### src/scan_pkg.sv
package scan_pkg;

  // Stream id width and depth of the per-stream state memory
  localparam int STREAM_W    = 6;
  localparam int NUM_STREAMS = 64;

  // DFA state, 0 is idle and 1..5 count keyword characters seen
  typedef logic [2:0] dfa_state_t;

  localparam dfa_state_t ST_IDLE = 3'd0;
  // Last partial state, the next byte must be the closing space
  localparam dfa_state_t ST_LAST = 3'd5;

  // Upper case keyword, first character in the top byte
  localparam logic [5:0][7:0] KEYWORD = "GROUP ";

  // One input beat
  typedef struct packed {
    logic                vld;
    logic [7:0]          data;
    logic                sop;
    logic                eop;
    logic [STREAM_W-1:0] stream;
    logic                new_stream;
    logic                enable;
  } beat_t;

  // Stage 1 output, beat plus the packet's starting state
  typedef struct packed {
    beat_t      beat;
    dfa_state_t start_state;
    logic       resume;
  } ctx_beat_t;

  // Stage 2 output
  typedef struct packed {
    logic                vld;
    logic                sop;
    logic                eop;
    logic [STREAM_W-1:0] stream;
    logic                enable;
    logic                accept;
    dfa_state_t          next_state;
  } dfa_beat_t;

  // End of packet state save
  typedef struct packed {
    logic                we;
    logic [STREAM_W-1:0] stream;
    dfa_state_t          state;
  } state_wb_t;

  // End of packet report
  typedef struct packed {
    logic                vld;
    logic [STREAM_W-1:0] stream;
    logic                matched;
  } result_t;

endpackage
### src/scan_top.sv
`timescale 1ns/1ps

module scan_top #(
  parameter int COUNT_W = 16
) (
  input  logic               clk,
  input  logic               rst_n,
  input  scan_pkg::beat_t    in_beat,
  output scan_pkg::result_t  result,
  output logic [COUNT_W-1:0] count,
  output logic               fired
);
  import scan_pkg::*;

  // Stage 1 to stage 2
  ctx_beat_t ctx_beat;
  // Stage 2 to stage 3
  dfa_beat_t dfa_beat;
  // State save path back to stage 1
  state_wb_t state_wb;

  // Stream context restore
  stream_context stream_context_i (
    .clk      (clk),
    .rst_n    (rst_n),
    .in_beat  (in_beat),
    .wb       (state_wb),
    .out_beat (ctx_beat)
  );

  // Keyword DFA
  dfa_step dfa_step_i (
    .clk      (clk),
    .rst_n    (rst_n),
    .in_beat  (ctx_beat),
    .out_beat (dfa_beat),
    .wb       (state_wb)
  );

  // Per-packet result and match count
  match_accumulate #(
    .COUNT_W (COUNT_W)
  ) match_accumulate_i (
    .clk     (clk),
    .rst_n   (rst_n),
    .in_beat (dfa_beat),
    .result  (result),
    .count   (count),
    .fired   (fired)
  );

endmodule

### src/match_accumulate.sv
`timescale 1ns/1ps

module match_accumulate #(
  parameter int COUNT_W = 16
) (
  input  logic                clk,
  input  logic                rst_n,
  input  scan_pkg::dfa_beat_t in_beat,
  output scan_pkg::result_t   result,
  output logic [COUNT_W-1:0]  count,
  output logic                fired
);

  // Match seen earlier in the current packet
  logic pkt_flag;

  // Flag including this beat, sop drops any stale flag
  logic hit;
  // Contribution of this packet to the count
  logic pkt_match;

  always_comb
  begin
    hit       = in_beat.accept || (pkt_flag && !in_beat.sop);
    pkt_match = hit && in_beat.enable;
  end

  // Live flag of the packet in this stage
  assign fired = in_beat.vld && hit;

  always_ff @(posedge clk)
  begin
    if (!rst_n)
    begin
      pkt_flag   <= 1'b0;
      count      <= '0;
      result.vld <= 1'b0;
    end
    else
    begin
      result.vld <= in_beat.vld && in_beat.eop;
      if (in_beat.vld)
      begin
        if (in_beat.eop)
        begin
          // Finalize the packet, count wraps
          result.stream  <= in_beat.stream;
          result.matched <= pkt_match;
          count          <= count + COUNT_W'(pkt_match);
          pkt_flag       <= 1'b0;
        end
        else
          pkt_flag <= hit;
      end
    end
  end

endmodule

### src/dfa_step.sv
`timescale 1ns/1ps

module dfa_step (
  input  logic                clk,
  input  logic                rst_n,
  input  scan_pkg::ctx_beat_t in_beat,
  output scan_pkg::dfa_beat_t out_beat,
  output scan_pkg::state_wb_t wb
);
  import scan_pkg::*;

  // Live DFA state, carries across packets of one stream
  dfa_state_t cur_state;

  // State the current byte is applied to
  dfa_state_t base_state;
  dfa_state_t next_state;
  logic [7:0] up_char;
  logic       accept;

  always_comb
  begin
    // Packet start takes the restored state unless the live one is newer
    base_state = cur_state;
    if (in_beat.beat.sop && !in_beat.resume)
      base_state = in_beat.start_state;

    // Fold lower case letters to upper case
    up_char = in_beat.beat.data;
    if (up_char >= "a" && up_char <= "z")
      up_char = up_char - 8'h20;

    accept     = 1'b0;
    next_state = ST_IDLE;
    if (base_state > ST_LAST)
      next_state = ST_IDLE;
    else if (up_char == KEYWORD[ST_LAST - base_state])
    begin
      // Expected character
      if (base_state == ST_LAST)
      begin
        accept     = 1'b1;
        next_state = ST_IDLE;
      end
      else
        next_state = base_state + 3'd1;
    end
    else if (up_char == KEYWORD[ST_LAST])
      // A stray G restarts the keyword
      next_state = ST_IDLE + 3'd1;
    else
      next_state = ST_IDLE;
  end

  always_ff @(posedge clk)
  begin
    if (!rst_n)
    begin
      cur_state    <= ST_IDLE;
      out_beat.vld <= 1'b0;
      wb.we        <= 1'b0;
    end
    else
    begin
      out_beat.vld <= in_beat.beat.vld;
      // Save state at the end of an enabled packet
      wb.we <= in_beat.beat.vld && in_beat.beat.eop && in_beat.beat.enable;
      if (in_beat.beat.vld)
        cur_state <= next_state;

      // Payload
      out_beat.sop        <= in_beat.beat.sop;
      out_beat.eop        <= in_beat.beat.eop;
      out_beat.stream     <= in_beat.beat.stream;
      out_beat.enable     <= in_beat.beat.enable;
      out_beat.accept     <= accept;
      out_beat.next_state <= next_state;
      wb.stream           <= in_beat.beat.stream;
      wb.state            <= next_state;
    end
  end

endmodule

### src/stream_context.sv
`timescale 1ns/1ps

module stream_context (
  input  logic                clk,
  input  logic                rst_n,
  input  scan_pkg::beat_t     in_beat,
  input  scan_pkg::state_wb_t wb,
  output scan_pkg::ctx_beat_t out_beat
);
  import scan_pkg::*;

  // Saved DFA state per stream
  dfa_state_t state_mem [NUM_STREAMS];

  // Input capture, first half of stage 1
  beat_t in_r;

  // Previous packet tracking
  logic                prev_vld;
  logic [STREAM_W-1:0] prev_stream;
  logic                prev_enable;

  // Memory word with a same-cycle write forwarded
  dfa_state_t saved_state;
  // Previous packet's end state is still live in the DFA
  logic       resume_now;
  logic       sop_now;

  always_comb
  begin
    sop_now = in_r.vld && in_r.sop;
    // A write landing on this edge is newer than the memory word
    if (wb.we && wb.stream == in_r.stream)
      saved_state = wb.state;
    else
      saved_state = state_mem[in_r.stream];
    resume_now = prev_vld && prev_enable && (prev_stream == in_r.stream) &&
                 !in_r.new_stream;
  end

  // State save from stage 2
  always_ff @(posedge clk)
  begin
    if (wb.we)
      state_mem[wb.stream] <= wb.state;
  end

  always_ff @(posedge clk)
  begin
    if (!rst_n)
    begin
      in_r.vld         <= 1'b0;
      out_beat.beat.vld <= 1'b0;
      prev_vld         <= 1'b0;
    end
    else
    begin
      in_r          <= in_beat;
      out_beat.beat <= in_r;
      // Starting state only matters on sop
      if (sop_now)
      begin
        out_beat.resume <= resume_now;
        if (in_r.new_stream)
          out_beat.start_state <= ST_IDLE;
        else
          out_beat.start_state <= saved_state;
        // Remember this packet for the next one
        prev_vld    <= 1'b1;
        prev_stream <= in_r.stream;
        prev_enable <= in_r.enable;
      end
    end
  end

endmodule

### config.mk
export PLATFORM = sky130hd
export DESIGN_NAME = scan_top
export DESIGN_NICKNAME = d
export VERILOG_FILES = /design/src/scan_pkg.sv /design/src/scan_top.sv /design/src/match_accumulate.sv /design/src/dfa_step.sv /design/src/stream_context.sv
export SDC_FILE = /design/constraint.sdc
export NUM_CORES = 1
export LEC_CHECK = 0
export ABC_CLOCK_PERIOD_IN_PS = 3970
export BUFFER_PORTS_ARGS = -buffer_cell sky130_fd_sc_hd__buf_4
export CAP_MARGIN = 40
export CORE_MARGIN = 3
export CORE_UTILIZATION = 50
export DETAILED_ROUTE_END_ITERATION = 8
export PLACE_DENSITY = 0.67
export SYNTH_ARGS = -nofsm -noshare
export SYNTH_HDL_FRONTEND = slang
export SYNTH_SLANG_ARGS = --single-unit
### constraint.sdc
create_clock -name clk -period 3.97 [get_ports clk]
set_input_delay 0.5955 -clock clk [delete_from_list [all_inputs] [get_ports clk]]
set_output_delay 0.5955 -clock clk [all_outputs]
set_load 0.03 [all_outputs]
==> run summary, run 1 <==
Average cell area after synthesis - 17.7 sq um
Crit path launch - stream_context_i.out_beat[13]$_DFFE_PP_
Hold Crit Start - in_beat[8]
Run status - completed
Routed wire per std cell - 21.6 microns
Fin crit period - 3.49 ns
Vias per inst - 5.85
Max incr delay on CP - 0.46 ns
Number of H-tree levels - 1
Worst Path Buf+Inv - 0
Leak - 4.38 nW
Post-DRT Antenna Nets - 0
Root Buffer - clkbuf_16
Hpwl dp - 13.5 mm
Largest net degree at the start of global routing - 66
Worst VDD drop - 0.328 mV
Clock Path Buffers - 3
Synth cell types - 57
Final Hold Fails - 0
Die Height - 158 microns
Num CTS Buffers - 29
Main synth FF type - edfxtp_1
Port bufs - 45
Syn Nets - 680
Crit path DAT - 3.91 ns
Number of flops mapped to enable cells by yosys - 258
Final Net Count - 732
Post-synth top area share - 67.4%
Finish-stage setup viols - 0
Critical Path RT - 4.39 ns
Post-Route WL - 21.7 mm
Initial antenna violation count - 0
Global Route Usage Sum - 18.0%
CTS resizes - 0
Ant diodes - 0
Rel. slew slack - 53.8%
Gpl congestion - 0.804
RR Startpoint - stream_context_i.out_beat[13]$_DFFE_PP_
Pwr Density - 499 nW/um^2
Worst-path clk slew - 0.06 ns
Remaining global-route overflow - 0
Synth warn - 0
Top post-synthesis cells by area - edfxtp_1 (67%), mux4_2 (12%), dfxtp_1 (4.5%)
Ports - 46
Gate Count Post-Synth - 650
Crit-path cells - nor2b_1, mux2_2, ha_1, or4b_1, a311oi_1, o21ai_0, nand4b_4, or2_1, a211o_2
CP top delay family - simple AND/OR/NAND/NOR gates
Post-synth ARST share - 0%
Placement row count - 54
Critical Path Slowest Stage Cell - ha_1
Synthesized area - 11500 sq um
Core Region - 22200 sq um
Final period util - 87.9%
Fillers - 1633
Worst-Margin Slew - 0.693 ns
Max-slew violation count - 0
Synthesis-to-layout area growth - 14.6%
Drt drc - 0
TritonCTS clock tree - done
Vias - 5870
CP Class - flip-flop to flip-flop
Share of cells above drive strength 1 - 24.3%
Startpoint Class - flip-flop
Register area - 8270 sq um
Register area share after synthesis - 72.0%
Setup TNS - 0 ns
Unrepaired setup endpoints after global routing - false
Most common cell in the netlist - edfxtp_1
Final core occ - 59.2%
First-pass GRT wire length - 34.3 mm
Pre-antenna DRT Iters - 7
Postcts setup bufs - 0
Multi-input gate area - 3040 sq um
Hold Path Class - input port to flip-flop
Seq cells post-synth - 284
Synth area leader - edfxtp_1
Vias in the first global route - 5972
Critical path endpoint category - flip-flop
CTS Sinks - 284
Initial core utilization - 51.7%
Worst Path Max Fanout - 11
Die width - 158 microns
Achievable clock frequency - 287 MHz
Max-Cap Viols - 0
DRT iter0 DRCs - 410
Clock Latency Late Sink - 0.53 ns
Fin Clk Skew - 0.00681 ns
CTS Hold Bufs - 0
Die ar. - 24800 sq um
Power Total - 6.58 mW
Synth cell count leaders - edfxtp_1 (258), nor2_1 (69), mux4_2 (60)
[cell usage in the layout (no fill, tap or decap), drive strengths merged, types with 2 or more instances in the layout]
cell type,Yosys,routed
nand4,9,9
ha,9,9
or4,2,2
a2bb2oi,3,3
or3,8,8
edfxtp,258,258
nor3,7,7
o22ai,2,2
nand2,20,20
inv,10,10
xnor2,16,16
a211o,2,2
and3,7,7
nand3,14,14
bufinv,0,7
buf,13,54
and2,14,14
a21oi,4,4
mux4,61,61
nor2,69,69
nor3b,2,2
nor2b,7,7
o21ai,10,10
or2,2,2
a21o,2,2
clkbuf,20,32
nand3b,6,6
clkinvlp,0,4
or3b,4,4
mux2i,7,7
dfxtp,26,26
nand4b,2,2
xor2,9,9
nand2b,4,4
clkinv,0,10
mux2,2,2
a21boi,5,5
[registers in the layout, indices dropped and copies added, names as in the netlist]
name / cells
dfa_step_i.cur_state: 3
dfa_step_i.out_beat: 11
dfa_step_i.wb: 4
match_accumulate_i.count: 16
match_accumulate_i.pkt_flag: 1
match_accumulate_i.result: 8
stream_context_i.in_r: 19
stream_context_i.out_beat: 22
stream_context_i.prev_enable: 1
stream_context_i.prev_stream: 6
stream_context_i.prev_vld: 1
stream_context_i.state_mem: 192
[metal layers]
metal / global-route usage [%] / up-vias / share of wire (%)
met5: 0 / - / 0
met4: 4.50 / 0 / 2.5
met3: 2.73 / 34 / 6.0
met2: 29.2 / 199 / 48
met1: 26.1 / 2984 / 44
li1: - / 2653 / -
[power breakdown]
group / total (mW) / internal, mW / switching (mW) / leakage, nW
Clock: 2.89 / 1.79 / 1.10 / 0.490
Sequential: 3.34 / 3.30 / 0.0474 / 2.59
Combinational: 0.337 / 0.167 / 0.170 / 1.30
Total: 6.58 / 5.25 / 1.32 / 4.38
[stage by stage]
step	instance area (sq um)	setup WS, ns	cells	hold slack [ns]
final	13200	0.480	1004	0.242
after global routing	13200	0.152	1004	0.214
after CTS	13200	0.500	1004	0.213
after detailed placement	12100	0.515	951	0.406
after global placement	12100	0.588	950	0.400
after floorplan	11500	0.788	650	0.400
[kinds of logic after synthesis]
group / synth area share (%)
fa+ha+maj: 0.980
compound gates: 2.32
xor+xnor: 1.91
simple gates: 8.41
flops: 72.0
mux: 12.8
buf+inv: 1.60
[path summary, 6_finish.rpt]
check | to | cells after the start | slack [ns]
worst max register to register | dfa_step_i.cur_state[0]$_SDFFE_PN0P_ | 9 | 0.48
worst min-delay path | stream_context_i.in_r[8]$_DFFE_PP_ | 1 | 0.24
worst min register to register | dfa_step_i.out_beat[5]$_DFFE_PP_ | 0 | 0.41
worst max-delay path | dfa_step_i.cur_state[0]$_SDFFE_PN0P_ | 9 | 0.48
[layout make-up]
class | count | share of cell area (%)
clock buffer | 32 | 5.60
clock inverter | 21 | 2.19
inverter | 10 | 0.285
multi-input combinational | 323 | 23.1
sequential | 284 | 62.8
tap | 280 | 2.66
timing repair buffer | 54 | 3.42
Power figures use the tool's default switching activity.
==> run 2, diff against run 1 <==
Settings changed: BUFFER_PORTS_ARGS -buffer_cell sky130_fd_sc_hd__buf_4 to -buffer_cell sky130_fd_sc_hd__buf_2.
==> run 2 against run 1 <==
Compared with the run above: global-route usage fell by 0.75 points; routed wire length decreased by 2.0%; largest power group unchanged; combinational power is 4% lower; highest routed layer unchanged.
==> run summary, run 2 (synthesized netlist as in run 1, its figures left out) <==
Final Hold Fails - 0 (unchanged)
Die ar. - 24800 sq um (unchanged)
Worst VDD drop - 0.351 mV (+7.3%)
Biggest regs - stream_context_i.state_mem: 192 flops, stream_context_i.out_beat: 22 flops, stream_context_i.in_r: 19 flops
Global Route Usage Sum - 17.3% (-0.75 points)
Final Net Count - 732 (unchanged)
Leak - 4.32 nW (-1.4%)
Initial core utilization - 51.7% (unchanged)
Crit path DAT - 3.83 ns (-0.08 ns)
Postcts setup bufs - 0 (unchanged)
Achievable clock frequency - 287 MHz (+0.17%)
Setup TNS - 0 ns (unchanged)
Synthesis-to-layout area growth - 12.5%
Remaining global-route overflow - 0 (unchanged)
Hold Crit Start - in_beat[15]
Hpwl dp - 13.4 mm (-0.44%)
Crit-path cells - nor2b_1, mux2_2, ha_1, or4b_1, a311oi_1, o21ai_0, nand4b_4, or2_1, nor4_1
Ports - 46 (unchanged)
Largest net degree at the start of global routing - 66 (unchanged)
First-pass GRT wire length - 33.3 mm (-3.1%)
Port bufs - 45 (unchanged)
Final period util - 87.8% (-0.15 points)
Critical path endpoint category - flip-flop
Hold Path Class - input port to flip-flop
Drt drc - 0 (unchanged)
Reg with most FFs - stream_context_i.state_mem
Crit path launch - stream_context_i.out_beat[13]$_DFFE_PP_
Post-DRT Antenna Nets - 0 (unchanged)
Commonest non-fill, non-tap cells in the layout - edfxtp_1 (258), nor2_1 (69), mux4_2 (60)
Vias - 5824 (-0.78%)
Run status - completed
Post-Route WL - 21.2 mm (-2.0%)
Root Buffer - clkbuf_16
Worst Path Max Fanout - 11 (unchanged)
Worst-path clk slew - 0.06 ns (about the same)
Number of H-tree levels - 1 (unchanged)
CTS Hold Bufs - 0 (unchanged)
Rel. slew slack - 51.0% (-2.9 points)
CTS Sinks - 284 (unchanged)
Pwr Density - 485 nW/um^2 (-2.8%)
DRT iter0 DRCs - 524 (+28%)
Placement row count - 54 (unchanged)
Clock Path Buffers - 3 (unchanged)
CP top delay family - simple AND/OR/NAND/NOR gates
Worst Path Buf+Inv - 0 (unchanged)
Die width - 158 microns (unchanged)
Share of cells above drive strength 1 - 24.0% (-0.28 points)
Gpl congestion - 0.806 (+0.26%)
Num CTS Buffers - 29 (unchanged)
CP Class - flip-flop to flip-flop
Cell area after layout - 12900 sq um (-1.8%)
TritonCTS clock tree - done
Max-slew violation count - 0 (unchanged)
Ant diodes - 0 (unchanged)
Vias per inst - 5.80 (-0.78%)
Max incr delay on CP - 0.47 ns (about the same)
Finish-stage setup viols - 0 (unchanged)
Max-Cap Viols - 0 (unchanged)
Die Height - 158 microns (unchanged)
Startpoint Class - flip-flop
Fin Clk Skew - 0.0132 ns (+0.00641 ns)
Routed wire per std cell - 21.1 microns (-2.0%)
Core Region - 22200 sq um (unchanged)
Hold_ws - 0.230 ns (-0.0114 ns)
Pre-antenna DRT Iters - 5 (-2)
Critical Path RT - 4.32 ns (-0.07 ns)
Largest register FFs - 192 (unchanged)
Initial antenna violation count - 0 (unchanged)
Commonest non-fill, non-tap cell in the layout - edfxtp_1
RR Startpoint - stream_context_i.out_beat[13]$_DFFE_PP_
Critical Path Slowest Stage Cell - ha_1
Dpl cell area - 12000 sq um (-1.2%)
Fin crit period - 3.48 ns (-0.00600 ns)
CTS resizes - 0 (unchanged)
Vias in the first global route - 6070 (+1.6%)
Unrepaired setup endpoints after global routing - false
Clock Latency Late Sink - 0.54 ns (about the same)
Worst-Margin Slew - 0.736 ns (+0.0430 ns)
## run 2: cell types whose count changed in the layout (fill, tap and decap cells not counted), sizes merged
cell      previous run  this run
bufinv               7         2
clkbuf              32        36
clkinv              10        13
clkinvlp             4         1
inv                 10        11
## run 2: cell type report
class	count	area (sq um)
inverters	10	37.5
repair buffers	54	305
fillers	1662	9300
multi-input cells	323	3040
flip-flops and latches	284	8270
clock buffers	36	792
well taps	280	350
clock inverters	17	136
## run 2: worst register-to-register path: stages (launching register included)
cell      delay [ns]
edfxtp_1        0.36
nor2b_1         0.38
mux2_2          0.43
ha_1            0.47
or4b_1          0.46
a311oi_1        0.26
o21ai_0         0.12
nand4b_4        0.19
or2_1           0.35
nor4_1          0.28
## run 2: per-layer routing
layer,up-vias,global-route usage (%),wire (microns)
li1,2653,-,-
met1,2964,24.0,9310
met2,169,28.8,10300
met3,38,2.93,1090
met4,0,4.38,494
met5,-,0,0
## run 2: final timing paths
kind                                                       endpoint  cells after the start  slack (ns)
worst min register to register     dfa_step_i.out_beat[7]$_DFFE_PP_                      0        0.42
worst max register to register           dfa_step_i.wb[2]$_DFFE_PP_                      9        0.49
worst min-delay path            stream_context_i.in_r[15]$_DFFE_PP_                      1        0.23
worst max-delay path                     dfa_step_i.wb[2]$_DFFE_PP_                      9        0.49
## run 2: metrics by stage
stage	power, mW	setup slack (ns)	utilization [%]	cells
after floorplan	3.63	0.788	-	650
after global placement	3.73	0.625	54.0	951
after detailed placement	3.74	0.511	54.0	951
after CTS	6.33	0.499	58.2	1004
after global routing	6.49	0.217	58.2	1004
final	6.27	0.486	58.2	1004
## run 2: report_power, final
part	internal [mW]	switching, mW
Combinational	0.158	0.166
Sequential	3.30	0.0508
Clock	1.54	1.06
Total	4.99	1.28
==> run 3, diff against run 2 <==
Settings changed: CORE_ASPECT_RATIO set to 1.5, MAX_ROUTING_LAYER set to met4.
==> run 3 against run 2 <==
Compared with the run above: fmax decreased by 2.6%; first-iteration DRC count shrank 17%; design area rose by 0.16%; worst setup slack worse by 0.092 ns; critical endpoint is now dfa_step_i.wb[1]$_DFFE_PP_; largest cell class unchanged.
==> run summary, run 3 (synthesized netlist as in run 1, its figures left out) <==
DRT iter0 DRCs - 433 (-17%)
Worst VDD drop - 0.282 mV (-20%)
Finish-stage setup viols - 0 (unchanged)
Crit-path cells - nor2b_1, mux2_2, ha_1, or4b_1, a311oi_1, o21ai_0, nand4b_4, or2_1, nor4b_1
Sink of the worst hold path - stream_context_i.in_r[3]$_DFFE_PP_
Critical Path RT - 4.30 ns (-0.02 ns)
Share of cells above drive strength 1 - 23.8% (-0.22 points)
Hold_ws - 0.231 ns (+0.000748 ns)
Largest net degree at the start of global routing - 66 (unchanged)
Commonest non-fill, non-tap cell in the layout - edfxtp_1
Ports - 46 (unchanged)
Startpoint Class - flip-flop
Pwr Density - 495 nW/um^2 (+2.0%)
Worst Path Buf+Inv - 0 (unchanged)
Worst-Margin Slew - 0.968 ns (+0.232 ns)
Pre-antenna DRT Iters - 4 (-1)
Final period util - 90.1% (+2.3 points)
Vias - 5825 (+0.017%)
Achievable clock frequency - 280 MHz (-2.6%)
Routed wire per std cell - 22.7 microns (+7.3%)
Global Route Usage Sum - 19.2% (+2.0 points)
Postcts setup bufs - 0 (unchanged)
Clock Path Buffers - 3 (unchanged)
Hold Path Class - input port to flip-flop
CP Class - flip-flop to flip-flop
Worst Path Max Fanout - 11 (unchanged)
Worst-path clk slew - 0.07 ns (about the same)
Max-Cap Viols - 0 (unchanged)
Setup TNS - 0 ns (unchanged)
Die ar. - 24900 sq um (+0.15%)
CTS Sinks - 284 (unchanged)
Clock Latency Late Sink - 0.54 ns (about the same)
Rel. slew slack - 35.5% (-15 points)
Synthesis-to-layout area growth - 12.7%
Hold Crit Start - in_beat[3]
CP top delay family - simple AND/OR/NAND/NOR gates
Remaining global-route overflow - 0 (unchanged)
RR Startpoint - stream_context_i.out_beat[0]$_DFFE_PP_
Fin crit period - 3.58 ns (+0.0917 ns)
Placement row count - 67 (+24%)
Final Net Count - 728 (-0.55%)
Ant diodes - 0 (unchanged)
Max-slew violation count - 0 (unchanged)
Vias in the first global route - 6258 (+3.1%)
Port bufs - 45 (unchanged)
Die Height - 192 microns (+22%)
CTS resizes - 0 (unchanged)
Hpwl dp - 14.5 mm (+7.8%)
First-pass GRT wire length - 35.4 mm (+6.4%)
Max incr delay on CP - 0.47 ns (about the same)
Biggest regs - stream_context_i.state_mem: 192 flops, stream_context_i.out_beat: 22 flops, stream_context_i.in_r: 19 flops
Crit path launch - stream_context_i.out_beat[0]$_DFFE_PP_
Vias per inst - 5.86 (+1.0%)
Final Hold Fails - 0 (unchanged)
Gpl congestion - 0.828 (+2.8%)
Leak - 4.32 nW (about the same)
Post-DRT Antenna Nets - 0 (unchanged)
Critical path endpoint category - flip-flop
Commonest non-fill, non-tap cells in the layout - edfxtp_1 (258), nor2_1 (69), mux4_2 (60)
Run status - completed
Fin Clk Skew - 0.0123 ns (-0.000920 ns)
Critical Path Slowest Stage Cell - or4b_1
Root Buffer - clkbuf_16
Drt drc - 0 (unchanged)
Initial core utilization - 51.1% (-0.55 points)
Worst r2r dst - dfa_step_i.wb[1]$_DFFE_PP_
Crit path DAT - 3.91 ns (+0.08 ns)
Reg with most FFs - stream_context_i.state_mem
Unrepaired setup endpoints after global routing - false
Die width - 130 microns (-18%)
Core Region - 22500 sq um (+1.1%)
Post-Route WL - 22.6 mm (+6.2%)
Reg-to-reg setup timing slack - 0.39 ns (-0.09 ns)
Number of H-tree levels - 1 (unchanged)
Register-to-Register Path Depth - 9 (unchanged)
Largest register FFs - 192 (unchanged)
Worst hold path depth - 1 (unchanged)
Initial antenna violation count - 0 (unchanged)
TritonCTS clock tree - done
Num CTS Buffers - 26 (-10%)
CTS Hold Bufs - 0 (unchanged)
[run 3: power breakdown]
part / switching (mW) / internal [mW] / total (mW) / leakage [nW]
Sequential: 0.0503 / 3.30 / 3.35 / 2.59
Combinational: 0.169 / 0.159 / 0.328 / 1.27
Clock: 1.08 / 1.66 / 2.73 / 0.463
[run 3: cell type report]
cell class / count / area (sq um)
clock inverters: 21 / 295
repair buffers: 53 / 310
clock buffers: 27 / 654
well taps: 276 / 345
fillers: 1639 / 9520
multi-input cells: 323 / 3040
inverters: 10 / 37.5
flip-flops and latches: 284 / 8270
[run 3: worst max-delay path by stage]
stage	endpoint	slack [ns]	depth (start not counted)
after floorplan	dfa_step_i.cur_state[0]$_SDFFE_PN0P_	0.79	11
after global placement	dfa_step_i.cur_state[0]$_SDFFE_PN0P_	0.61	9
after detailed placement	dfa_step_i.wb[1]$_DFFE_PP_	0.43	9
after CTS	dfa_step_i.wb[1]$_DFFE_PP_	0.38	9
after global routing	dfa_step_i.wb[1]$_DFFE_PP_	0.11	9
final	dfa_step_i.wb[1]$_DFFE_PP_	0.39	9
[run 3: through the flow]
step / instance area, sq um / std cells / power (mW) / worst slack [ns] / utilization (%)
final: 12900 / 994 / 6.41 / 0.394 / 57.6
after global routing: 12900 / 994 / 6.63 / 0.114 / 57.6
after CTS: 12900 / 994 / 6.47 / 0.378 / 57.6
after detailed placement: 12000 / 946 / 3.74 / 0.432 / 53.4
after global placement: 12000 / 946 / 3.73 / 0.613 / 53.4
after floorplan: 11500 / 650 / 3.63 / 0.788 / -
[run 3: layer usage]
metal  up-vias  part of all wire (%)  global-route usage, %  wire (microns)
li1       2632                     -                      -               -
met1      3012                    39                   22.3            8740
met2       151                    55                   34.7           12400
met3        30                   4.4                   3.06             991
met4         0                   1.9                   4.88             439
met5         -                     0                      -               0
